==> src/lc_cfg.svh <==
`ifndef LC_CFG_SVH
`define LC_CFG_SVH

// Data path and memory geometry
`define WORD_WIDTH 16
`define MEM_DEPTH 256
`define ADDR_WIDTH 8

// Serial line timing, sysclk cycles per UART bit
`define UART_CLKS_PER_BIT 8

// Memory mapped I/O
// Processor stores to this address land in the LED register
`define LED_ADDR 8'hFF

`endif

==> src/lc_bus_pkg.sv <==
`default_nettype none

`include "lc_cfg.svh"

package lc_bus_pkg;

    // Request into the memory map and the word memory
    typedef struct packed {
        logic                   we;
        logic [`ADDR_WIDTH-1:0] addr;
        logic [`WORD_WIDTH-1:0] wdata;
    } mem_req_t;

    // Read data, only produced for reads
    typedef struct packed {
        logic [`WORD_WIDTH-1:0] data;
    } mem_rsp_t;

    // Serial streams
    typedef struct packed {
        logic [7:0] data;
    } byte_beat_t;

    typedef struct packed {
        logic [`WORD_WIDTH-1:0] data;
    } word_beat_t;

endpackage

`default_nettype wire

==> src/uart_sr.sv <==
`timescale 1ns/1ps
`default_nettype none

module uart_sr import lc_bus_pkg::*; (
    input  wire        sysclk,
    input  wire        sysrst,
    input  byte_beat_t byte_in,
    input  wire        byte_valid,
    output logic       byte_ready,
    output word_beat_t word_out,
    output logic       word_valid,
    input  wire        word_ready
);
    logic [7:0] hi_byte;
    // Set once the high byte of a word is held
    logic       phase;

    // No room for a new byte while a finished word waits
    assign byte_ready = !word_valid;

    always_ff @(posedge sysclk) begin
        if (!sysrst) begin
            phase      <= 1'b0;
            word_valid <= 1'b0;
        end else begin
            if (word_valid && word_ready) begin
                word_valid <= 1'b0;
            end
            if (byte_valid && byte_ready) begin
                phase <= !phase;
                if (!phase) begin
                    hi_byte <= byte_in.data;
                end else begin
                    word_out.data <= {hi_byte, byte_in.data};
                    word_valid    <= 1'b1;
                end
            end
        end
    end

endmodule

`default_nettype wire

==> config.mk <==
export PLATFORM = sky130hd
export DESIGN_NAME = uart_sr
export DESIGN_NICKNAME = d
export VERILOG_FILES = /design/src/lc_bus_pkg.sv /design/src/uart_sr.sv
export VERILOG_INCLUDE_DIRS = /design/src
export SDC_FILE = /design/constraint.sdc
export NUM_CORES = 1
export LEC_CHECK = 0
export BUFFER_PORTS_ARGS = -buffer_cell sky130_fd_sc_hd__buf_2
export CORE_MARGIN = 2
export CORE_UTILIZATION = 46
export DETAILED_ROUTE_END_ITERATION = 6
export PLACE_DENSITY_LB_ADDON = 0.12
export SLEW_MARGIN = 20
export SYNTH_ARGS = -nofsm -noshare
export SYNTH_HDL_FRONTEND = slang
export SYNTH_SLANG_ARGS = --single-unit
export TNS_END_PERCENT = 5
==> constraint.sdc <==
create_clock -name sysclk -period 2.4 [get_ports sysclk]
set_clock_uncertainty 0.2 [all_clocks]
set_input_delay 0.36 -clock sysclk [delete_from_list [all_inputs] [get_ports sysclk]]
set_output_delay 0.36 -clock sysclk [all_outputs]
set_load 0.1 [all_outputs]
# == After elaboration in Yosys (flattened, before gate mapping) ==
# Cells that the tools add are included.
# op_classes
n_mux,3
bitwise_logic,1
reduce_logical,6
# op_table
operator,count
3-bit AND reduction,2
1-bit two-way mux,3
1-bit logical AND,2
1-bit logical NOT,2
1-bit inverter,1
# totals
output_inout_bits,18
wordCells,14
reg_bits,26
inputBits,12

# == Depth between registers and ports, before layout ==
# depth
depth_word,4
ltp_mapped,2
depth_no_buf,2

# == Least setup slack after synthesis ==
# No wires, ideal clock.
# synth_path
path_type,register to register
from,reg word_valid
to,reg word_out[0] in the netlist's numbering (enable)
synth_period_minus_slack_ps,2281
n_path_buf,0
arrival_ps,1693
slack_ps,119
path_stages_with_launch,3
t_required_ps,1812
path_cell_list,dfxtp_1 nand3b_4 nor2_1
# synth_between
elab_chain_cells,3
# synth_lines
item,line_no,text
from (decl),uart_sr.sv:11,"output logic word_valid,"
from (signal assigned),uart_sr.sv:24,word_valid <= 1'b0;
from (signal assigned),uart_sr.sv:27,word_valid <= 1'b0;
from (signal assigned),uart_sr.sv:35,word_valid <= 1'b1;
1-bit logical NOT,uart_sr.sv:19,assign byte_ready = !word_valid;
1-bit logical AND,uart_sr.sv:29,if (byte_valid && byte_ready) begin
3-bit AND reduction (no source line),n/a,
to (decl),uart_sr.sv:10,"output word_beat_t word_out,"
# No other way between the ends.
# A chain may end at the register's enable or synchronous reset.

# == Final worst setup path ==
# layout_path
from,reg word_valid
to,out word_valid
# No word-level cell between the ends.

==> impl_metrics.py <==
metrics = {
    "clock_tree": {
        "hold_buffers": 0,
        "tritoncts": "built",
        "htree_levels": 1,
        "clock_sinks": 26,
        "clkTransAtPathRegs_ns": 0.12,
        "root_buffer": "clkbuf_4",
        "cts_buffer_depth": 2,
        "clock_latency_ns": 0.31,
        "cts_buffers": 3,
        "cts-resized-gates": 0,
        "cts_setup_buffers": 0,
    },
    "worst_setup_path": {
        "worstPathRequired_ns": 1.84,
        "critPathTopFamily": "buffers and inverters",
        "worst_setup_path_end_kind": "output pin",
        "path_cells": "buf_2",
        "worstPathArrival_ns": 1.16,
        "cp-start-kind": "flop",
        "crit_buf_inv": 1,
        "slowest_delay_ns": 0.45,
        "crit_type": "flop to output pin",
        "slowest_stage": "buf_2",
        "cp_max_fo": 5,
    },
    "cells_and_area": {
        "syn_to_final_growth_pct": 25.19,
        "final_cell_mix": "buf_2 (29), edfxtp_1 (24), clkbuf_4 (3)",
        "final_core_util_pct": 61.17,
        "final_nets": 83,
        "drive_gt1_share_pct": 51.43,
        "final_common_cell": "buf_2",
        "insertedDiodeCount": 0,
    },
    "min_path": {
        "hold_class": "primary input to flop",
    },
    "timing": {
        "finalCriticalPeriod_ns": 1.718,
        "fmax_mhz": 582.0,
        "fin_crit_sh_pct": 71.60,
        "worstMarginPinSlew_ns": 0.6435,
        "slew_headroom_pct": 56.94,
        "setup_viol_count_final": 0,
        "hold_viol": 0,
        "holdWs_ns": 0.02731,
        "finalSetupTns_ns": 0,
        "rsz0062_at_grt": "no",
        "maxSlewViolCount": 0,
    },
    "route": {
        "ant_nets": 0,
        "wl_per_cell_um": 10.48,
        "via_per_inst": 4.326,
        "vias": 411,
        "firstDrtPassIters": 2,
        "drc": 0,
        "routed_wl_um": 996,
        "first_iter_violations": 1,
    },
    "logic_synthesis": {
        "syn_area_per_cell_um2": 23.18,
        "yosysSeqAreaShare_pct": 91.15,
        "ys_types": 8,
        "yosysWarningCount": 0,
        "ys_ff_latch": 26,
        "syn_inst": 36,
        "syn_nets": 48,
        "syn_area_um2": 834.6,
    },
    "global_routing": {
        "grt_pass1_vias": 318,
        "grt_max_degree": 15,
        "grt-ovfl-total": 0,
        "grt_usage_pct": 9.362,
        "antenna_found_initial": 0,
        "grt_pass1_wl_um": 1345,
    },
    "die": {
        "core.rowCount": 15,
        "ios": 30,
        "core-area_mm2": 0.001708,
        "fp.dieH_um": 46.60,
        "start_util_pct": 48.86,
        "dieArea_mm2": 0.002171,
        "dieWidth_um": 46.60,
    },
    "pwr": {
        "p_per_area_mw_per_mm2": 745.3,
        "ir_drop_uv": 509.4,
        "p_leak_uw": 0.0004033,
    },
    "place": {
        "place_congestion": 0.6281,
        "io_buffers": 29,
    },
    "run_status": {
        "run_status": "complete, no violations",
    },
    "flow_run": {
        "drv_cap": 0,
    },
}
[Yosys cell counts (all sizes together)]
cell type	count	area (um2)
dfxtp	2	40.04
edfxtp	24	720.7
inv	2	7.510
nand2	2	7.510
nand3b	1	20.02
nor2	2	7.510
nor2b	1	6.260
o22ai	2	25.02
[registers in the layout, summed over array words and instances, names as in the netlist]
| name | cells |
|---|---|
| word_out | 16 |
| hi_byte | 8 |
| word_valid | 1 |
| phase | 1 |
[final timing paths]
path               from           end  slack [ns]  cells after the start
max reg2reg  word_valid   word_out[4]        0.77                      3
max          word_valid    word_valid        0.68                      1
min          byte_in[0]    hi_byte[0]        0.03                      1
min reg2reg  hi_byte[4]  word_out[12]        0.23                      0
[metal layers]
metal	global-route usage (%)	up-vias	share of wire, %
li1	-	204	-
met1	9.948	187	39
met2	15.83	20	53
met3	3.529	0	7.8
met4	5.143	0	0
met5	0	-	0
[through the flow]
| step | cell area [um2] | setup slack (ns) | std cells | total power, uW |
|---|---|---|---|---|
| 5_1_grt | 1045 | 0.6213 | 95 | 807.7 |
| 3_5_place_dp | 1018 | 0.6736 | 91 | 619.3 |
| 2_1_floorplan | 834.6 | 0.1188 | 36 | 597.0 |
| 4_1_cts | 1045 | 0.6574 | 95 | 790.1 |
| 3_3_place_gp | 1018 | 0.7123 | 91 | 618.6 |
| 6_report | 1045 | 0.6817 | 95 | 778.7 |
[where the power goes]
| part | internal, uW | leakage (uW) | total (uW) | switching [uW] |
|---|---|---|---|---|
| Sequential | 512 | 0.000236 | 517 | 5.19 |
| Clock | 60.7 | 0.0000154 | 171 | 110 |
| Combinational | 17.7 | 0.000152 | 90.7 | 73.0 |
[kinds of logic (layout without fill, tap and decap cells)]
| family | count (synthesis) | after routing | share of synthesized area [%] |
|---|---|---|---|
| AOI/OAI and AO/OA | 2 | 2 | 2.998 |
| DFF | 26 | 26 | 91.15 |
| and+or+nand+nor | 6 | 6 | 4.949 |
| buffers and inverters | 2 | 36 | 0.8999 |
[area by class of cell]
class	instances	area [um2]
Clock buffer	3	22.52
Clock inverter	1	3.754
Fill cell	127	663.1
Inverter	2	7.507
Multi-Input combinational cell	8	66.31
Sequential cell	26	760.7
Tap cell	25	31.28
Timing Repair Buffer	30	152.6
Note: power is estimated with default switching activity, not from simulation.
