**config.mk**
```make
export PLATFORM = sky130hd
export DESIGN_NAME = uart_rx
export DESIGN_NICKNAME = d
export VERILOG_FILES = /design/src/lc_bus_pkg.sv /design/src/uart_rx.sv
export VERILOG_INCLUDE_DIRS = /design/src
export SDC_FILE = /design/constraint.sdc
export NUM_CORES = 1
export LEC_CHECK = 0
export BUFFER_PORTS_ARGS = -buffer_cell sky130_fd_sc_hd__clkbuf_2
export CORE_MARGIN = 1.5
export CORE_UTILIZATION = 59
export DETAILED_ROUTE_END_ITERATION = 6
export PLACE_DENSITY = 0.88
export SKIP_LAST_GASP = 1
export SLEW_MARGIN = 0
export SYNTH_ARGS = -nofsm -noshare
export SYNTH_HDL_FRONTEND = slang
export SYNTH_SLANG_ARGS = --single-unit
```
**constraint.sdc**
```tcl
create_clock -name sysclk -period 2.6 [get_ports sysclk]
set_input_delay 0.26 -clock sysclk [delete_from_list [all_inputs] [get_ports sysclk]]
set_output_delay 0.26 -clock sysclk [all_outputs]
set_load 0.05 [all_outputs]
```
**src/lc_cfg.svh**
```systemverilog
`ifndef LC_CFG_SVH
`define LC_CFG_SVH

// Data path and memory geometry
`define WORD_WIDTH 16
`define MEM_DEPTH 256
`define ADDR_WIDTH 8

// Serial line timing, sysclk cycles per UART bit
`define UART_CLKS_PER_BIT 8

// Memory mapped I/O
// Processor stores to this address land in the LED register
`define LED_ADDR 8'hFF

`endif

```
**src/lc_bus_pkg.sv**
```systemverilog
`default_nettype none

`include "lc_cfg.svh"

package lc_bus_pkg;

    // Request into the memory map and the word memory
    typedef struct packed {
        logic                   we;
        logic [`ADDR_WIDTH-1:0] addr;
        logic [`WORD_WIDTH-1:0] wdata;
    } mem_req_t;

    // Read data, only produced for reads
    typedef struct packed {
        logic [`WORD_WIDTH-1:0] data;
    } mem_rsp_t;

    // Serial streams
    typedef struct packed {
        logic [7:0] data;
    } byte_beat_t;

    typedef struct packed {
        logic [`WORD_WIDTH-1:0] data;
    } word_beat_t;

endpackage

`default_nettype wire

```
**src/uart_rx.sv**
```systemverilog
`timescale 1ns/1ps
`default_nettype none

`include "lc_cfg.svh"

module uart_rx import lc_bus_pkg::*; (
    input  wire        sysclk,
    input  wire        sysrst,
    input  wire        rx,
    output byte_beat_t byte_out,
    output logic       byte_valid,
    input  wire        byte_ready
);
    localparam int CNT_W    = $clog2(`UART_CLKS_PER_BIT);
    localparam int HALF_BIT = `UART_CLKS_PER_BIT / 2;

    typedef enum logic [1:0] {RX_IDLE, RX_START, RX_DATA, RX_STOP} rx_state_e;

    rx_state_e        state;
    logic [1:0]       rx_sync;
    logic [CNT_W-1:0] clk_cnt;
    logic [2:0]       bit_idx;
    logic [7:0]       shift;
    logic             bit_end;

    // Last cycle of a full bit period
    assign bit_end = clk_cnt == CNT_W'(`UART_CLKS_PER_BIT - 1);

    always_ff @(posedge sysclk) begin
        if (!sysrst) begin
            state      <= RX_IDLE;
            rx_sync    <= 2'b11;
            clk_cnt    <= '0;
            byte_valid <= 1'b0;
        end else begin
            rx_sync <= {rx_sync[0], rx};
            clk_cnt <= clk_cnt + 1'b1;
            if (byte_valid && byte_ready) begin
                byte_valid <= 1'b0;
            end
            case (state)
                RX_IDLE: begin
                    clk_cnt <= '0;
                    if (!rx_sync[1]) state <= RX_START;
                end
                // Recheck the line at mid start bit to reject glitches
                RX_START: if (clk_cnt == CNT_W'(HALF_BIT - 1)) begin
                    clk_cnt <= '0;
                    bit_idx <= '0;
                    state   <= rx_sync[1] ? RX_IDLE : RX_DATA;
                end
                RX_DATA: if (bit_end) begin
                    clk_cnt <= '0;
                    shift   <= {rx_sync[1], shift[7:1]};
                    bit_idx <= bit_idx + 1'b1;
                    if (bit_idx == 3'd7) state <= RX_STOP;
                end
                // An unaccepted byte is simply overwritten here
                RX_STOP: if (bit_end) begin
                    state         <= RX_IDLE;
                    byte_out.data <= shift;
                    byte_valid    <= 1'b1;
                end
                default: state <= RX_IDLE;
            endcase
        end
    end

endmodule

`default_nettype wire

```
* Yosys cells after proc, flatten, opt, wreduce, memory -nomap -nowiden
Index checks and enable logic that the tools add are counted.
Cells by class: add/subtract/negate cells 2, reduce and logical (&&, ||, !) cells 7, mux-type cells 16, equality and inequality tests 11
Operators by type and width (count):
- 2-bit two-way mux | 6
- 3-bit two-way mux | 4
- 2-bit != test (second input constant) | 5
- 3-bit case mux with 3 select lines | 1
- 2-bit case mux with 4 select lines | 1
- 3-bit by 1-bit adder with 3-bit output (second input constant) | 2
- 3-bit == test (second input constant) | 2
- 3-bit case mux with 2 select lines | 1
- 3-bit AND reduction | 2
- 5-bit AND reduction | 1
- 2-bit == test (second input constant) | 2
- 4-bit AND reduction | 1
- 3-bit by 2-bit == test with 1-bit output (second input constant) | 1
- 1-bit two-way mux | 3
- 2-bit by 1-bit == test with 1-bit output (second input constant) | 1
- 2-bit logical NOT | 1
- 2-bit nonzero test | 1
- 1-bit logical AND | 1
Word-level totals: logic and storage cells 43, flip-flop bits (word level) 27, input port bits 4, output and inout bits 9

* Longest topological paths before layout
depth after elaboration 4, mapped depth 5, gate-level depth less buffers 5

* Least setup slack after synthesis
OpenSTA, ideal clock, no wires.
kind reg2reg, start register clk_cnt[0], end register byte_out[0] in the netlist's numbering (enable), setup time 0.370 ns, path buffers 1, data required time 2.230 ns, clock period less this slack 1.482 ns, arrival 1.112 ns, cell stages (with the launch flop) 5, slack 1.118 ns, path through dfxtp_1 ha_1 buf_4 nand3_1 nor2_1
On the way: longest elaborated chain between the ends 2
Ends and longest elaborated chain:
- start, declared | RTL line uart_rx.sv:21 | logic [CNT_W-1:0] clk_cnt;
- start signal, assigned | RTL line uart_rx.sv:37 | clk_cnt <= clk_cnt + 1'b1;
- 3-bit == test | RTL line uart_rx.sv:27 | assign bit_end = clk_cnt == CNT_W'(`UART_CLKS_PER_BIT - 1);
- 3-bit AND reduction (no source line)
- end, declared | RTL line uart_rx.sv:10 | output byte_beat_t byte_out,
Every way passes these cells. A chain may end at the register's enable or synchronous reset.

* Final worst setup path
start register clk_cnt[0], end register byte_out[5] in the netlist's numbering (enable)
The elaborated chain is that of the path after synthesis.

==> results.md <==
* Clk Latency, worst-skew pair at 0.32 ns
* Via/cell ratio at 5.03
* # DRC at 0
* RSZ-0062 raised after global routing: false
* Die width at 45.6 um
* Critical Path End Type: register
* Antenna violations before repair at 0
* Final hold vios at 0
* Clock-pin slew on the worst setup and hold paths at 0.14 ns
* Mux cell area share after synthesis at 0
* Post-route insts no fill at 111
* Antenna Cells at 0
* Share of layout cells above drive strength 1 at 0.233
* FF+latch count, synth at 27
* Port buffer count at 12
* # setup viols final at 0
* Hold Path Class: primary input to register
* CTS Buf Count at 3
* Gr usage total at 0.162
* Tcrit/Tclk final at 0.683
* DRT Pass-1 Iters at 4
* Cts hold-fix bufs at 0
* Die height at 45.6 um
* Max Fclk at 563 MHz
* Antenna-violating nets left at 0
* FP Rows at 15
* Initial Util at 0.628
* Distinct cells, synth at 25
* Num ports at 13
* Pin count of the biggest net entering global routing at 17
* Vias at 558
* Setup bufs post-CTS at 0
* Mean Syn Cell Area at 14.5 sq um
* WP data arrival at 1.75 ns
* Sink count of the clock tree at 27
* 1st-iter DRT viols at 5
* Max FO, Critical Path at 9
* Die area at 0.00208 sq mm
* Total Wirelength at 1380 um
* Vias in the first global route at 519
* Worst Hold Launch: rx
* CP Class: register to register
* Most frequent cells in the layout: edfxtp_1, clkbuf_2, dfxtp_1
* Pwr dens at 563 mW/mm^2
* Fraction of the mapped netlist area in compound gates at 0.0583
* R2R cell count at 3
* Sequential-to-total area share from yosys stat at 0.681
* Global-route wire length before repair at 2240 um
* TNS Setup at 0 ns
* Final Worst Setup Slack at 0.825 ns
* Synth Warn # at 0
* # resized after CTS at 0
* WP data required at 2.57 ns
* Startpoint Class: register
* Leak Pwr at 0.410 nW
* Worst R2R Setup Slack at 0.82 ns
* Hold endpoint: rx_sync[0]$_SDFF_PN1_
* Outcome: finished, final reports clean
* Clk buf depth at 2
* Largest family of logic cells by synthesized area: simple AND/OR/NAND/NOR gates
* H-tree Lvls at 1
* Cells after synthesis at 74
* Synth Cell Area at 0.00107 sq mm
* Max Cap Viol at 0
* Post-Synth XOR/XNOR Area at 0
* Pin slew with the least headroom to its limit at 0.612 ns
* Post-Place Cells at 107
* Average wire per standard cell at 12.5 um
* Synthesized Nets at 83
* Adder-cell share of the synthesized area at 0.0583
* Routability congestion estimate at 0.695
* Area Growth Syn to Fin at 7.47%
* Floorplan core area at 0.00171 sq mm
* Fin nets at 96
* Post-synthesis simple-gate area fraction at 0.153
* Grt total ovfl at 0
* Commonest non-fill, non-tap cell in the layout: edfxtp_1
* Max-slew violation count at 0
* TritonCTS clock tree: done
* Clock tree root driver cell: clkbuf_4
* VDD IR-drop max at 0.000464 V
* R2R Path Start: clk_cnt[0]$_SDFF_PN0_
* Slew Limit Headroom at 0.590
* Hold Crit Depth at 2
* Pre-CTS setup slack at 0.805 ns
* Tmin final at 1.78 ns
* Clk_skew at 0.00340 ns
* Reg2reg end: byte_out[5]$_DFFE_PP_
* DP HPWL at 1010 um
## registers in the layout, indices dropped and copies added (netlist names), named ones only
register,count
bit_idx,3
byte_out,8
byte_valid,1
clk_cnt,3
rx_sync,2
shift,8
state,1
## worst max-delay path by stage
stage	cells after the start	end	from	slack, ns
6_report	3	byte_out[5]$_DFFE_PP_	clk_cnt[0]$_SDFF_PN0_	0.82
5_1_grt	3	byte_out[1]$_DFFE_PP_	clk_cnt[0]$_SDFF_PN0_	0.64
4_1_cts	3	byte_out[2]$_DFFE_PP_	clk_cnt[0]$_SDFF_PN0_	0.79
3_5_place_dp	3	byte_out[6]$_DFFE_PP_	clk_cnt[0]$_SDFF_PN0_	0.81
3_3_place_gp	3	byte_out[5]$_DFFE_PP_	clk_cnt[0]$_SDFF_PN0_	0.90
2_1_floorplan	4	byte_out[0]$_DFFE_PP_	clk_cnt[0]$_SDFF_PN0_	1.12
## worst max-delay path, stage by stage, from the launching register on
cell	delay [ns]
dfxtp_1	0.38
ha_1	0.37
nand3_1	0.16
nor2_1	0.52
## per-layer routing
metal,global-route usage,part of all wire,vias up
li1,-,-,290
met1,0.227,0.50,257
met2,0.225,0.46,9
met3,0.0476,0.025,2
met4,0.0882,0.0072,0
met5,0,0,-
## logic make-up (layout without fill, tap and decap cells)
| kind of cell | count (synthesis) | after routing |
|---|---|---|
| buffers and inverters | 7 | 19 |
| AO/OA/AOI/OAI | 8 | 8 |
| AND/OR/NAND/NOR | 27 | 27 |
| adder cells (fa/ha/maj) | 5 | 5 |
| flip-flops | 27 | 27 |
## cells in the mapped netlist, drive strengths merged
cell	count	area [sq um]
nor3b	2	20.0
a311oi	2	23.8
nand2b	5	38.8
inv	3	11.3
nor3	1	5.00
nand4b	1	8.76
a211oi	1	12.5
edfxtp	19	571
ha	5	62.6
nor2	5	18.8
dfxtp	8	160
a21oi	4	20.0
and2b	1	7.51
nand3	1	5.00
a31oi	1	6.26
nand2	5	18.8
buf	4	41.3
nand3b	3	22.5
and2	2	12.5
nand4	1	6.26
## power by group
part	leakage (nW)	total [mW]	switching, mW	internal, mW
Sequential	0.234	0.461	0.00384	0.457
Clock	0.0139	0.175	0.116	0.0587
Combinational	0.162	0.0133	0.00597	0.00728
Total	0.410	0.649	0.126	0.523
## final cells by class
cell class	count	area, sq um
Multi-Input combinational cell	40	289
Sequential cell	27	731
Tap cell	25	31.3
Timing Repair Buffer	12	60.1
Clock inverter	1	7.51
Clock buffer	3	22.5
Inverter	3	11.3
Fill cell	116	556
## per-stage QoR
stage                     power, mW   util  hold slack [ns]  area [sq um]
after floorplan               0.481      -            0.333          1070
after global placement        0.483  0.657            0.397          1120
after detailed placement      0.484  0.657            0.406          1120
after CTS                     0.652  0.675            0.108          1150
after global routing          0.669  0.675            0.101          1150
final                         0.649  0.675            0.118          1150
Power figures use the tool's default switching activity.
