--- config.mk ---
export PLATFORM = sky130hd
export DESIGN_NAME = mem_map
export DESIGN_NICKNAME = d
export VERILOG_FILES = /design/src/lc_bus_pkg.sv /design/src/word_mem.sv /design/src/mem_map.sv
export VERILOG_INCLUDE_DIRS = /design/src
export SDC_FILE = /design/constraint.sdc
export NUM_CORES = 2
export LEC_CHECK = 0
export BUFFER_PORTS_ARGS = -buffer_cell sky130_fd_sc_hd__buf_2
export CAP_MARGIN = 10
export CORE_UTILIZATION = 40
export DETAILED_ROUTE_END_ITERATION = 10
export PLACE_DENSITY_LB_ADDON = 0.25
export SKIP_CTS_REPAIR_TIMING = 1
export SLEW_MARGIN = 30
export SYNTH_ARGS = -nofsm -noshare
export SYNTH_HDL_FRONTEND = slang
export SYNTH_SLANG_ARGS = --single-unit
--- constraint.sdc ---
create_clock -name sysclk -period 9.91 [get_ports sysclk]
set_clock_uncertainty 0.1 [all_clocks]
set_input_delay 0.4955 -clock sysclk [delete_from_list [all_inputs] [get_ports sysclk]]
set_output_delay 0.4955 -clock sysclk [all_outputs]
set_load 0.01 [all_outputs]
--- src/lc_cfg.svh ---
`ifndef LC_CFG_SVH
`define LC_CFG_SVH

// Data path and memory geometry
`define WORD_WIDTH 16
`define MEM_DEPTH 256
`define ADDR_WIDTH 8

// Serial line timing, sysclk cycles per UART bit
`define UART_CLKS_PER_BIT 8

// Memory mapped I/O
// Processor stores to this address land in the LED register
`define LED_ADDR 8'hFF

`endif

--- src/lc_bus_pkg.sv ---
`default_nettype none

`include "lc_cfg.svh"

package lc_bus_pkg;

    // Request into the memory map and the word memory
    typedef struct packed {
        logic                   we;
        logic [`ADDR_WIDTH-1:0] addr;
        logic [`WORD_WIDTH-1:0] wdata;
    } mem_req_t;

    // Read data, only produced for reads
    typedef struct packed {
        logic [`WORD_WIDTH-1:0] data;
    } mem_rsp_t;

    // Serial streams
    typedef struct packed {
        logic [7:0] data;
    } byte_beat_t;

    typedef struct packed {
        logic [`WORD_WIDTH-1:0] data;
    } word_beat_t;

endpackage

`default_nettype wire

--- src/word_mem.sv ---
`timescale 1ns/1ps
`default_nettype none

`include "lc_cfg.svh"

module word_mem import lc_bus_pkg::*; (
    input  wire      sysclk,
    input  wire      sysrst,
    input  mem_req_t req,
    input  wire      req_valid,
    output logic     req_ready,
    output mem_rsp_t rsp,
    output logic     rsp_valid
);
    logic [`WORD_WIDTH-1:0] mem [`MEM_DEPTH];

    // Single beat per request, never stalls
    assign req_ready = 1'b1;

    always_ff @(posedge sysclk) begin
        if (req_valid && req_ready) begin
            if (req.we) begin
                mem[req.addr] <= req.wdata;
            end else begin
                rsp.data <= mem[req.addr];
            end
        end
    end

    // Read data is valid the cycle after acceptance
    always_ff @(posedge sysclk) begin
        if (!sysrst) begin
            rsp_valid <= 1'b0;
        end else begin
            rsp_valid <= req_valid && req_ready && !req.we;
        end
    end

endmodule

`default_nettype wire

--- src/mem_map.sv ---
`timescale 1ns/1ps
`default_nettype none

`include "lc_cfg.svh"

module mem_map import lc_bus_pkg::*; (
    input  wire                     sysclk,
    input  wire                     sysrst,
    input  mem_req_t                ld_req,
    input  wire                     ld_valid,
    output logic                    ld_ready,
    input  mem_req_t                cpu_req,
    input  wire                     cpu_valid,
    output logic                    cpu_ready,
    output mem_rsp_t                cpu_rsp,
    output logic                    cpu_rsp_valid,
    output logic [`WORD_WIDTH-1:0]  led
);
    mem_req_t mem_req;
    mem_rsp_t mem_rsp;
    logic     mem_valid;
    logic     mem_ready;
    logic     mem_rsp_valid;
    logic     cpu_is_led;
    logic     rsp_to_cpu;

    assign cpu_is_led = cpu_req.we && cpu_req.addr == `LED_ADDR;

    // Loader always wins, the processor waits with valid held
    assign ld_ready  = mem_ready;
    assign cpu_ready = !ld_valid && (cpu_is_led || mem_ready);
    assign mem_req   = ld_valid ? ld_req : cpu_req;
    assign mem_valid = ld_valid || (cpu_valid && !cpu_is_led);

    word_mem u_mem (
        .sysclk    (sysclk),
        .sysrst    (sysrst),
        .req       (mem_req),
        .req_valid (mem_valid),
        .req_ready (mem_ready),
        .rsp       (mem_rsp),
        .rsp_valid (mem_rsp_valid)
    );

    always_ff @(posedge sysclk) begin
        if (!sysrst) begin
            led        <= '0;
            rsp_to_cpu <= 1'b0;
        end else begin
            // Remember who owns the read in flight
            rsp_to_cpu <= !ld_valid && cpu_valid && !cpu_req.we && mem_ready;
            if (cpu_valid && cpu_ready && cpu_is_led) led <= cpu_req.wdata;
        end
    end

    assign cpu_rsp       = mem_rsp;
    assign cpu_rsp_valid = mem_rsp_valid && rsp_to_cpu;

endmodule

`default_nettype wire

# == Word level (Yosys, flattened, before mapping) ==
# Memories as Yosys holds them, arrays and structs flattened. A register that Yosys moved wholly into a read port is not among the register bits.
# Cells that the tools add are included.
# totals
n_memories,1
ram_bits,4096
in_bits,54
register_bits,18
elab_cells,23
# mem_list
memory,depth,word_bits,read_ports,rd_clocked_by_memory_dff,write_ports,line_no,text
u_mem.mem,256,16,1,1,1,word_mem.sv:15,logic [`WORD_WIDTH-1:0] mem [`MEM_DEPTH];
# classes
mux,4
n_reduce_logical,13
n_eq_ne,1
bitwise,1
# op_table
operator,count
$mux W25,1
$eq A8 B8 Y1 const B,1
$logic_and A1 B1 Y1,7
$logic_not A1 Y1,4
$mux W1,3
$reduce_and A2 Y1,1
$logic_or A1 B1 Y1,1
$not A1 Y1,1

# == Depth between registers and ports, before layout ==
# logic_depth
word_depth,7
depth_mapped,11
ltp_nobuf,6

# == Hierarchy ==
# A second synthesis with hierarchy kept.
# unflattened
hier_cells,6823
area_unflattened_um2,156413.8
# by_module_without_submodules
mod,instances,area_each_um2,cells_per_inst
word_mem,1,155379.0,6711
mem_map,1,1034.7,112

# == Least setup slack after synthesis ==
# OpenSTA, ideal clock, no wires.
# synth_timing
kind,input -> register
start,input port ld_valid
end,"memory u_mem.mem[0][10] in the netlist's numbering, data pin"
path_buffers,5
stages,6
required_time_ns,9.254
setup_ns,0.556
t_arrival_ns,3.748
path_slack_ns,5.507
path_cell_list,buf_4 -> clkbuf_1 -> buf_2 -> buf_1 -> clkbuf_1 -> mux2_2
# synth_lines
element,line_no,text
"start, declared",mem_map.sv:10,"input wire ld_valid,"
"end, declared",word_mem.sv:15,

# == Worst setup path in the final report ==
# layout_timing
start,input port ld_valid
end,"register, netlist name u_mem.rsp[10]"
# layout_via
elab_chain_cells,3
# layout_rtl
element,line_no,text
$mux W25,mem_map.sv:32,assign mem_req = ld_valid ? ld_req : cpu_req;
$not A1 Y1 (no line),--,
$reduce_and A2 Y1 (no line),--,
# Several ways; a longest one is shown, not always the timed one.
# A chain may end at the register's enable or synchronous reset.

==> impl_metrics.yaml <==
status:
  status: "finished clean"
pwr:
  ir_drop_uv: 182
  p_sw_mw: 8.34
  pwr-share-seq_pct: 52.0
  p_sw_share_pct: 22.3
  power.density_mw_per_mm2: 207
  leakage_nw: 55.3
  internal-power_mw: 29.0
  p_total_mw: 37.4
  combPwrFrac_pct: 6.3
  pwr-share-clk_pct: 41.7
setup_path:
  crit_arrival_ps: 5590
  criticalPathCategory: "in2reg"
  start_kind: "input port"
  endpoint_kind: "flip-flop"
  crit_path_max_fanout: 80
  crit_top_cell: "buf_4"
  slowest_delay_ps: 1120
  path_cells: "buf_4, mux2_8, buf_4, buf_4, mux4_2, nand2_1, a41oi_1, nor4_1, buf_4, o2111ai_1"
  crit_slowest_cell: "nor4_1"
  required_ps: 10480
cells_and_area:
  regArea_mm2: 0.124
  final_util_pct: 46.1
  n_fill_cell: 32700
  syn_to_final_growth_pct: 14.8
  multiInputGateArea_mm2: 0.0329
  design_area_mm2: 0.181
  fin_cells: 13500
  nets: 7922
  drive_above_1_share_pct: 27.5
clock_network:
  htree_levels: 5
  numCtsBuffers: 421
  insertion_delay_ps: 980
  cts_tree: "done"
  cts_root_buffer: "clkbuf_16"
  clk_pin_slew_ps: 60
  cts_sinks: 4130
  ctsLongestPathBuffers: 4
flow_run:
  drv_cap: 0
yosys:
  syn-mean-instance-area_um2: 21.5
  synth-seq-area-share_pct: 78.5
  synth_nets: 7404
  yosys-top-cells-count: "edfxtp_1, nand2_1, mux4_2"
  synth_ff_type: "edfxtp_1"
  netlist_instances: 7350
  synth_edf_count: 4112
  netlist_area_mm2: 0.158
  post-synth-top-count-cell: "edfxtp_1"
  ys_seq_elements: 4130
  synthArstFlopShare_pct: 0
  yosysTopAreaCellShare_pct: 78.3
  yosysWarnings: 0
  synthTopCellsByArea: "edfxtp_1, mux4_2, nand2_1"
  yosysUniqueCellTypes: 43
  synth_top_cell_by_area: "edfxtp_1"
sta:
  whs_ps: 114
  setup_slack_ps: 4890
  period_minus_slack_ps: 5020
  setup_viol: 0
  worstMarginPinSlew_ps: 1140
  final.setup.tns_ps: 0
  max_freq_ghz: 0.199
  maxSlewViolCount: 0
  hold_viol: 0
  slew_headroom_pct: 23.5
  grt_setup_unrepaired: "no"
  fin_crit_sh_pct: 50.7
floorplan:
  fp-row-count: 230
  fp.coreArea_mm2: 0.393
  die_w_um: 630
  fp.dieH_um: 630
  io_pins: 89
  start_util_pct: 40.2
  die_area_mm2: 0.397
place:
  place_ws_ps: 4060
  dp_hpwl_mm: 263
  dpl_cell_area_mm2: 0.167
  placedCellCount: 12600
  io_buffer_count: 87
  gp_congestion: 0.845
grt:
  grt_pass1_vias: 78700
  grt_pass1_wl_mm: 617
  antenna_found_initial: 25
  grt_max_degree: 135
  gr-total-overflow: 0
  track_usage_pct: 21.9
detailed_routing:
  vias_per_cell: 5.81
  drt_iter0_drc: 9183
  routed_wl_mm: 440
  drcViolationCount: 0
  avgRoutedWirePerCell_um: 32.7
  first_pass_iters: 7
  vias: 78200
  ant_nets: 0
hold_path:
  hold_path_class: "in2reg"
[logic make-up after synthesis]
group,share of synthesized area (%)
DFF,78.5
and+or+nand+nor,3.37
other,0.00238
AOI/OAI and AO/OA,2.02
muxes,14.8
buffers and inverters,1.30
[path summary, 6_finish.rpt]
kind / from / endpoint / slack, ps / cells after the start
max: ld_valid / u_mem.rsp[10] / 4890 / 10
min: ld_req[13] / u_mem.mem[38][13] / 110 / 2
max reg2reg: u_mem.mem[15][10] / u_mem.rsp[10] / 6510 / 6
min reg2reg: led[4] / led[4] / 900 / 3
[critical path: cells and delay by family]
kind	cells	cell delay [ps]
and+or+nand+nor	2	1210
buffers and inverters	4	1800
muxes	2	1140
AOI/OAI and AO/OA	2	600
[layout make-up]
cell class              instances  share of cell area, %
clock inverters               271                   1.39
diodes                         17                 0.0235
multi-input cells            2791                   18.2
well taps                    5220                   3.61
repair buffers                519                   2.34
flip-flops and latches       4130                   68.4
inverters                       5                 0.0104
clock buffers                 505                   6.04
[flip-flops by register name (all words and copies together), names as in the netlist]
name and flops:
u_mem.rsp_valid 1, rsp_to_cpu 1, u_mem.rsp 16, u_mem.mem 4096
led 16
[cells in the final DEF, fill, tap and decap left out, types with 16 or more instances in the layout]
| cell type | instances |
|---|---|
| edfxtp_1 | 4112 |
| nand2_1 | 1069 |
| mux4_2 | 1024 |
| clkbuf_16 | 424 |
| buf_4 | 354 |
| a41oi_1 | 252 |
| nor2_1 | 202 |
| clkinv_1 | 101 |
| clkinv_2 | 86 |
| buf_2 | 86 |
| clkbuf_1 | 79 |
| nor2_4 | 38 |
| bufinv_16 | 38 |
| dlygate4sd3_1 | 33 |
| o41ai_1 | 24 |
| nand2_2 | 23 |
| buf_12 | 23 |
| nor2_2 | 20 |
| mux2_8 | 18 |
| dfxtp_1 | 18 |
| diode_2 | 17 |
| o2111ai_1 | 16 |
| a21boi_0 | 16 |
| buf_6 | 16 |
[layer usage]
metal | wire [um] | track usage [%] | part of all wire, % | vias to the layer above
met2 | 218000 | 36.2 | 50 | 3351
li1 | - | - | - | 31500
met1 | 178000 | 30.1 | 40 | 42700
met3 | 29700 | 3.07 | 6.7 | 570
met5 | 57 | 0 | 0.013 | -
met4 | 13500 | 6.73 | 3.1 | 8
[power groups by stage]
| stage | clock network (mW) | registers (mW) | logic (mW) |
|---|---|---|---|
| 6_report | 15.6 | 19.4 | 2.37 |
| 5_1_grt | 16.4 | 19.4 | 2.48 |
| 4_1_cts | 15.8 | 19.4 | 2.38 |
| 3_5_place_dp | 0 | 19.8 | 2.38 |
| 3_3_place_gp | 0 | 19.8 | 2.31 |
| 2_1_floorplan | 0 | 19.8 | 1.36 |
No activity file was read; power rests on OpenSTA's default activity.
