===== config.mk =====
export PLATFORM = sky130hd
export DESIGN_NAME = cpu
export DESIGN_NICKNAME = d
export VERILOG_FILES = /design/src/lc_bus_pkg.sv /design/src/lc_isa_pkg.sv /design/src/cpu.sv
export VERILOG_INCLUDE_DIRS = /design/src
export SDC_FILE = /design/constraint.sdc
export NUM_CORES = 1
export LEC_CHECK = 0
export ABC_CLOCK_PERIOD_IN_PS = 8600
export BUFFER_PORTS_ARGS = -buffer_cell sky130_fd_sc_hd__buf_2
export CAP_MARGIN = 15
export CORE_UTILIZATION = 45
export DETAILED_ROUTE_END_ITERATION = 16
export PLACE_DENSITY = 0.62
export SYNTH_ARGS = -nofsm -noshare
export SYNTH_HDL_FRONTEND = slang
export SYNTH_SLANG_ARGS = --single-unit

===== constraint.sdc =====
create_clock -name sysclk -period 8.6 [get_ports sysclk]
set_input_delay 1.29 -clock sysclk [delete_from_list [all_inputs] [get_ports sysclk]]
set_output_delay 1.29 -clock sysclk [all_outputs]
set_load 0.02 [all_outputs]

===== src/lc_cfg.svh =====
`ifndef LC_CFG_SVH
`define LC_CFG_SVH

// Data path and memory geometry
`define WORD_WIDTH 16
`define MEM_DEPTH 256
`define ADDR_WIDTH 8

// Serial line timing, sysclk cycles per UART bit
`define UART_CLKS_PER_BIT 8

// Memory mapped I/O
// Processor stores to this address land in the LED register
`define LED_ADDR 8'hFF

`endif


===== src/lc_bus_pkg.sv =====
`default_nettype none

`include "lc_cfg.svh"

package lc_bus_pkg;

    // Request into the memory map and the word memory
    typedef struct packed {
        logic                   we;
        logic [`ADDR_WIDTH-1:0] addr;
        logic [`WORD_WIDTH-1:0] wdata;
    } mem_req_t;

    // Read data, only produced for reads
    typedef struct packed {
        logic [`WORD_WIDTH-1:0] data;
    } mem_rsp_t;

    // Serial streams
    typedef struct packed {
        logic [7:0] data;
    } byte_beat_t;

    typedef struct packed {
        logic [`WORD_WIDTH-1:0] data;
    } word_beat_t;

endpackage

`default_nettype wire


===== src/lc_isa_pkg.sv =====
`default_nettype none

package lc_isa_pkg;

    // Unlisted codes decode as no-ops
    typedef enum logic [3:0] {
        OP_LDI  = 4'h1,
        OP_ADD  = 4'h2,
        OP_LW   = 4'h3,
        OP_SW   = 4'h4,
        OP_BNZ  = 4'h5,
        OP_HALT = 4'hF
    } opcode_e;

    // Instruction word layout
    // low holds imm8 for LDI, signed offset for BNZ, rt in [7:6] for ADD and SW
    typedef struct packed {
        opcode_e    op;
        logic [1:0] rd;
        logic [1:0] rs;
        logic [7:0] low;
    } instr_t;

    function automatic logic [1:0] instr_rt(input instr_t ins);
        return ins.low[7:6];
    endfunction

endpackage

`default_nettype wire


===== src/cpu.sv =====
`timescale 1ns/1ps
`default_nettype none

`include "lc_cfg.svh"

module cpu import lc_bus_pkg::*, lc_isa_pkg::*; (
    input  wire      sysclk,
    input  wire      rst_n,
    output mem_req_t mem_req,
    output logic     mem_valid,
    input  wire      mem_ready,
    input  mem_rsp_t mem_rsp,
    input  wire      mem_rsp_valid,
    output logic     halted
);
    typedef enum logic [2:0] {
        S_IDLE, S_FETCH, S_FWAIT, S_DECODE, S_EXEC, S_MEM, S_WB, S_HALT
    } cpu_state_e;

    cpu_state_e             state;
    instr_t                 ir;
    logic [`ADDR_WIDTH-1:0] pc;
    logic [`WORD_WIDTH-1:0] regs [4];
    logic [`WORD_WIDTH-1:0] op_a;
    logic [`WORD_WIDTH-1:0] op_b;
    logic [`WORD_WIDTH-1:0] result;
    logic                   wb_fire;

    // LW holds writeback until its read data arrives
    assign wb_fire = state == S_WB && (ir.op != OP_LW || mem_rsp_valid);

    assign mem_valid = state == S_FETCH || state == S_MEM;

    always_comb begin
        mem_req = '0;
        if (state == S_MEM) begin
            mem_req.we    = ir.op == OP_SW;
            mem_req.addr  = op_a[`ADDR_WIDTH-1:0];
            mem_req.wdata = op_b;
        end else begin
            mem_req.addr = pc;
        end
    end

    // Control FSM
    always_ff @(posedge sysclk) begin
        if (!rst_n) begin
            state  <= S_IDLE;
            pc     <= '0;
            halted <= 1'b0;
        end else begin
            case (state)
                S_IDLE:   state <= S_FETCH;
                S_FETCH:  if (mem_ready) state <= S_FWAIT;
                S_FWAIT: if (mem_rsp_valid) begin
                    pc    <= pc + 1'b1;
                    state <= S_DECODE;
                end
                S_DECODE: state <= S_EXEC;
                S_EXEC: begin
                    case (ir.op)
                        OP_LDI, OP_ADD: state <= S_WB;
                        OP_LW, OP_SW:   state <= S_MEM;
                        OP_HALT: begin
                            halted <= 1'b1;
                            state  <= S_HALT;
                        end
                        OP_BNZ: begin
                            // pc already points past the branch
                            if (op_a != '0) pc <= pc + ir.low;
                            state <= S_FETCH;
                        end
                        default: state <= S_FETCH;
                    endcase
                end
                S_MEM:  if (mem_ready) state <= (ir.op == OP_LW) ? S_WB : S_FETCH;
                S_WB:   if (wb_fire) state <= S_FETCH;
                S_HALT: state <= S_HALT;
                default: state <= S_IDLE;
            endcase
        end
    end

    // Datapath registers
    always_ff @(posedge sysclk) begin
        if (state == S_FWAIT && mem_rsp_valid) ir <= instr_t'(mem_rsp.data);
        if (state == S_DECODE) begin
            op_a <= regs[ir.rs];
            op_b <= regs[instr_rt(ir)];
        end
        if (state == S_EXEC) result <= (ir.op == OP_ADD) ? op_a + op_b : {8'h00, ir.low};
        if (wb_fire) regs[ir.rd] <= (ir.op == OP_LW) ? mem_rsp.data : result;
    end

endmodule

`default_nettype wire


# --- Word-level counts from Yosys, hierarchy flattened ---
# Memory sizes are Yosys's and may differ from the RTL's. A register that Yosys moved wholly into a read port is not among the register bits.
# Cells that the tools add are included.
totals:
  reg_bits: 44
  ramBits: 64
  input_bits: 20
  output_inout_bits: 27
  wordCells: 63
  memories: 1
op_classes:
  n_addsub: 3
  eq_ne: 20
  n_mux: 18
  reduce_logical: 12
mem_list:
  columns: ["memory", "words", "word_bits", "rd", "rd_ports_with_merged_regs", "wr", "line", "text"]
  rows:
  - ["regs", 4, 16, 2, 2, 1, "cpu.sv:23", "logic [`WORD_WIDTH-1:0] regs [4];"]
ops:
  columns: ["operator", "count"]
  rows:
  - ["$mux W8", 5]
  - ["$mux W16", 2]
  - ["$pmux W3 S8", 1]
  - ["$add A16 B16 Y16", 1]
  - ["$pmux W8 S2", 1]
  - ["$reduce_bool A16 Y1", 1]
  - ["$mux W3", 5]
  - ["$eq A3 B3 Y1 const B", 4]
  - ["$ne A2 B2 Y1 const B", 5]
  - ["$pmux W3 S3", 1]
  - ["$add A8 B1 Y8 const B", 1]
  - ["$add A8 B8 Y8", 1]
  - ["$eq A4 B2 Y1 const B", 2]
  - ["$eq A4 B3 Y1 const B", 2]
  - ["$reduce_and A4 Y1", 2]
  - ["$eq A3 B2 Y1 const B", 2]
  - ["$eq A4 B1 Y1 const B", 1]
  - ["$eq A4 B4 Y1 const B", 1]
  - ["$ne A4 B2 Y1 const B", 1]
  - ["$reduce_or A2 Y1", 2]
  - ["$eq A3 B1 Y1 const B", 1]
  - ["$logic_not A3 Y1", 1]
  - ["$mux W1", 3]
  - ["$logic_and A1 B1 Y1", 2]
  - ["other kinds (4)", 5]

# --- Longest topological paths before layout ---
depth:
  depth_word: 5
  depth_mapped: 12
  depth_no_buf: 11

# --- Worst setup path before layout ---
# No wires, ideal clock.
synth_timing:
  path_kind: "in2reg"
  from: "input port mem_rsp_valid"
  to: "memory regs[2][0] in the netlist's numbering (enable)"
  setup_ns: 0.413
  arrival_time_ns: 2.723
  required_ns: 8.187
  path_slack_ns: 5.464
  stages: 2
  n_path_buf: 0
  path_cell_list: "o211ai_1 nor3b_1"
synth_via:
  elab_chain_len: 4
synth_rtl:
  columns: ["item", "line", "text"]
  rows:
  - ["start, declared", "cpu.sv:13", "input wire mem_rsp_valid,"]
  - ["$logic_or A1 B1 Y1", "cpu.sv:30", "assign wb_fire = state == S_WB && (ir.op != OP_LW || mem_rsp_valid);"]
  - ["$logic_and A1 B1 Y1", "cpu.sv:30", null]
  - ["$mux W1 (2 in series)", "cpu.sv:92", "if (wb_fire) regs[ir.rd] <= (ir.op == OP_LW) ? mem_rsp.data : result;"]
  - ["end, declared", "cpu.sv:23", null]
# Every way passes these cells.

==> impl_results.rst <==
.. list-table::
   :header-rows: 1

   * - Metric
     - Value
   * - Number of buffer cells added on primary ports
     - 46
   * - Top-level port count
     - 47
   * - Number of CTS-inserted buffers
     - 17
   * - Hold buffer count at CTS
     - 0
   * - Most common flop cell mapped by yosys
     - edfxtp_1
   * - Area fraction of the dominant cell type after synthesis
     - 55.7%
   * - Critical path start-end classification
     - register to output port
   * - Number of fill cells
     - 1233
   * - Minimum setup slack among reg-to-reg paths
     - 5.32 ns
   * - Detailed Routing Iterations Pass 1
     - 5
   * - Remaining routing DRC violations
     - 0
   * - Measured slew at the worst slew-check pin
     - 1.00 ns
   * - Fraction of layout cells with a size suffix above 1
     - 22.1%
   * - Cell chain of the critical path
     - and2_1, mux2_1, buf_2
   * - R2R depth
     - 11
   * - Relative slew slack
     - 33.3%
   * - # Max-Cap Violations
     - 0
   * - Number of buffers between clock root and the deepest sink
     - 2
   * - Hold path endpoint
     - halted
   * - Gate count of the mapped netlist
     - 509
   * - Post-detailed-route count of antenna-violating nets
     - 0
   * - Number of failing hold endpoints at the final stage
     - 0
   * - Arithmetic-cell share of the synthesized area counting full adders, half adders and majority gates
     - 4.57%
   * - Final Cycle Share
     - 44.2%
   * - Slew Limit Fails
     - 0
   * - Critical Path RT
     - 7.31 ns
   * - Total placed instance area
     - 7350 um2
   * - Arrival time of data at the critical path endpoint
     - 2.51 ns
   * - Critical path buffers and inverters
     - 1
   * - Most repeated cell in the gate-level netlist after synthesis
     - edfxtp_1
   * - Area of all placed cells without fillers
     - 7930 um2
   * - Sequential cell area fraction in the yosys report
     - 59.2%
   * - Startpoint kind of the worst setup timing path
     - register
   * - Setup TNS after final layout
     - 0 ns
   * - Clock latency on the worst-skew pair
     - 0.43 ns
   * - RR Endpoint
     - pc[6]
   * - Largest net degree at the start of global routing
     - 33
   * - Worst VDD drop
     - 0.000143 V
   * - Post-CTS setup-driven buffer insertion count
     - 0
   * - CP max FO
     - 31
   * - Post-Route WL
     - 15.7 mm
   * - Biggest area contributors in the synthesized netlist
     - edfxtp_1 (56%), mux4_2 (10%), nand2_1 (4.1%), ha_1 (4.0%), dfxtp_1 (3.5%)
   * - Clock transition at the registers of the reported paths
     - 0.06 ns
   * - Worst r2r src
     - state[0]
   * - Die Ht
     - 126 um
   * - Via count normalized by instance count
     - 5.82
   * - Total grt overflow
     - 0
   * - TritonCTS clock tree
     - yes
   * - Portion of netlist area occupied by mux cells
     - 12.8%
   * - CTS H-tree depth
     - 4
   * - Number of distinct standard cells referenced by the synthesized netlist
     - 53
   * - Initial antenna violation count
     - 0
   * - Number of endpoints failing setup at the final stage
     - 0
   * - Aggregate global-route resource usage
     - 21.1%
   * - Final estimated routing congestion in global placement
     - 0.895
   * - Fraction of the core area covered by cells at the end of the flow
     - 53.8%
   * - Critical Path End Type
     - output port
   * - Worst hold path cell count
     - 2
   * - Maximum single-stage delay on the critical path
     - 0.98 ns
   * - Std-Cell Rows
     - 44
   * - Vias after detailed routing
     - 4392
   * - Time the worst path needs with I/O delays and setup
     - 3.80 ns
   * - Syn Area/Cell
     - 13.6 um2
   * - Area of the mapped netlist
     - 6900 um2
   * - Library cell occupying the most area in the post-synthesis netlist
     - edfxtp_1
   * - Most frequent cells after synthesis
     - edfxtp_1 (128), nand2_1 (76), mux4_2 (32)
   * - Leakage
     - 3.02 nW
   * - Async set or reset register ratio after synthesis
     - 0%
   * - Standard cell core area
     - 14800 um2
   * - Yosys warning count
     - 0
   * - Share of synthesized cell area in and, or, nand and nor gates
     - 12.2%
   * - Largest family of logic cells by synthesized area
     - multiplexers
   * - Post-cts sizing count
     - 0
   * - Clock tree root buffer cell
     - clkbuf_16
   * - RSZ-0062 raised after global routing
     - false
   * - Chip Width
     - 126 um
   * - Die outline area
     - 15800 um2
   * - Min-Delay Path Class
     - register to register
   * - Hold path startpoint
     - halted
   * - Synthesized-area fraction occupied by xor and xnor cells
     - 2.41%
   * - Post-detailed-route wirelength per cell
     - 20.8 um
   * - Global-route wire length before repair
     - 24.5 mm
   * - Syn Nets
     - 553
   * - Effective utilization at floorplan
     - 46.8%
   * - Share of the synthesized area in compound gates (AO/OA/AOI/OAI)
     - 6.85%
   * - Status
     - finished, final reports clean
   * - Setup clock skew after layout
     - 0.0138 ns
   * - Flops & latches, synth
     - 140
   * - Layout net count
     - 603
   * - Cell class contributing the biggest share of worst-path delay
     - flip-flops
   * - Vias in the first global route
     - 4357
   * - Maximum clock rate
     - 263 MHz
   * - Post-DP HPWL
     - 11.4 mm
   * - Critical-path cell with the highest stage delay
     - dfxtp_1
   * - P&R area growth vs syn
     - 14.9%
   * - Iteration-0 DRC count of the detailed router
     - 470
   * - Clk sinks
     - 140
   * - Count of flip-flops with a built-in enable after synthesis
     - 128
   * - Total power density per cell area
     - 186 nW/um2
   * - Count of inserted antenna diode cells
     - 0
[state kept, by name (all words and copies together) (netlist names)]
name    flops
result     16
pc          8
regs       64
op_b       16
op_a       16
ir         16
state       3
halted      1
[worst max path at each step]
stage,from,end,cells after the start
finish,state[0],mem_req[18],3
global route,state[0],mem_req[22],3
CTS,state[2],mem_req[18],4
detailed placement,state[2],mem_req[18],4
global placement,state[2],mem_req[16],4
floorplan,mem_rsp_valid,regs[2][0],2
[layer usage]
layer	routed length [um]	GRT usage, %	vias up
li1	-	-	2034
met1	7000	28.4	2185
met2	7640	34.3	150
met3	795	4.21	23
met4	271	7.23	0
met5	0	0	-
[layout make-up]
class	count	area (um2)	area share [%]
multi-input cells	333	2700	34.0
inverters	12	45.0	0.568
clock inverters	14	130	1.64
clock buffers	17	425	5.36
repair buffers	55	318	4.01
well taps	184	230	2.90
flip-flops and latches	140	4080	51.5
[tightest hold or removal path, stage by stage, from the launching register on]
cell	delay, ns
dfxtp_1	0.32
a21oi_1	0.04
nor2b_1	0.09
[metrics by stage]
stage | hold WS [ns] | cells | setup slack [ns] | power (mW)
after floorplan | 0.442 | 509 | 5.46 | 0.782
after global placement | 0.470 | 723 | 5.37 | 0.796
after detailed placement | 0.475 | 723 | 5.30 | 0.797
after CTS | 0.489 | 754 | 4.85 | 1.48
after global routing | 0.526 | 755 | 4.69 | 1.51
final | 0.487 | 755 | 4.80 | 1.47
[logic make-up after synthesis]
logic type      Yosys count
flops                   140
buf+inv                  36
fa+ha+maj                24
simple gates            171
xor+xnor                 19
compound gates           72
mux                      47
[cells in the final DEF, fill, tap and decap left out, types with 5 or more instances in the layout]
| master | Yosys | layout |
|---|---|---|
| buf_2 | 5 | 46 |
| buf_4 | 0 | 8 |
| a21o_1 | 7 | 7 |
| nand3_1 | 8 | 8 |
| a21oi_1 | 16 | 16 |
| o21ai_1 | 15 | 15 |
| ha_1 | 22 | 22 |
| and2_1 | 8 | 8 |
| clkinv_2 | 0 | 6 |
| xnor2_1 | 11 | 11 |
| xor2_1 | 8 | 8 |
| inv_1 | 11 | 11 |
| nand2_1 | 76 | 76 |
| and3_1 | 21 | 21 |
| nor2_1 | 22 | 21 |
| clkbuf_16 | 0 | 17 |
| nor2b_1 | 11 | 11 |
| edfxtp_1 | 128 | 128 |
| nand2b_1 | 5 | 5 |
| mux4_2 | 32 | 32 |
| mux2_1 | 9 | 9 |
| dfxtp_1 | 12 | 12 |
| mux2i_1 | 6 | 6 |
[where the power goes]
group | internal [mW] | total [mW] | switching, mW
registers | 0.739 | 0.747 | 0.00769
clock network | 0.419 | 0.690 | 0.271
logic | 0.0164 | 0.0372 | 0.0208
total | 1.17 | 1.47 | 0.300
Note: power is estimated with default switching activity, not from simulation.
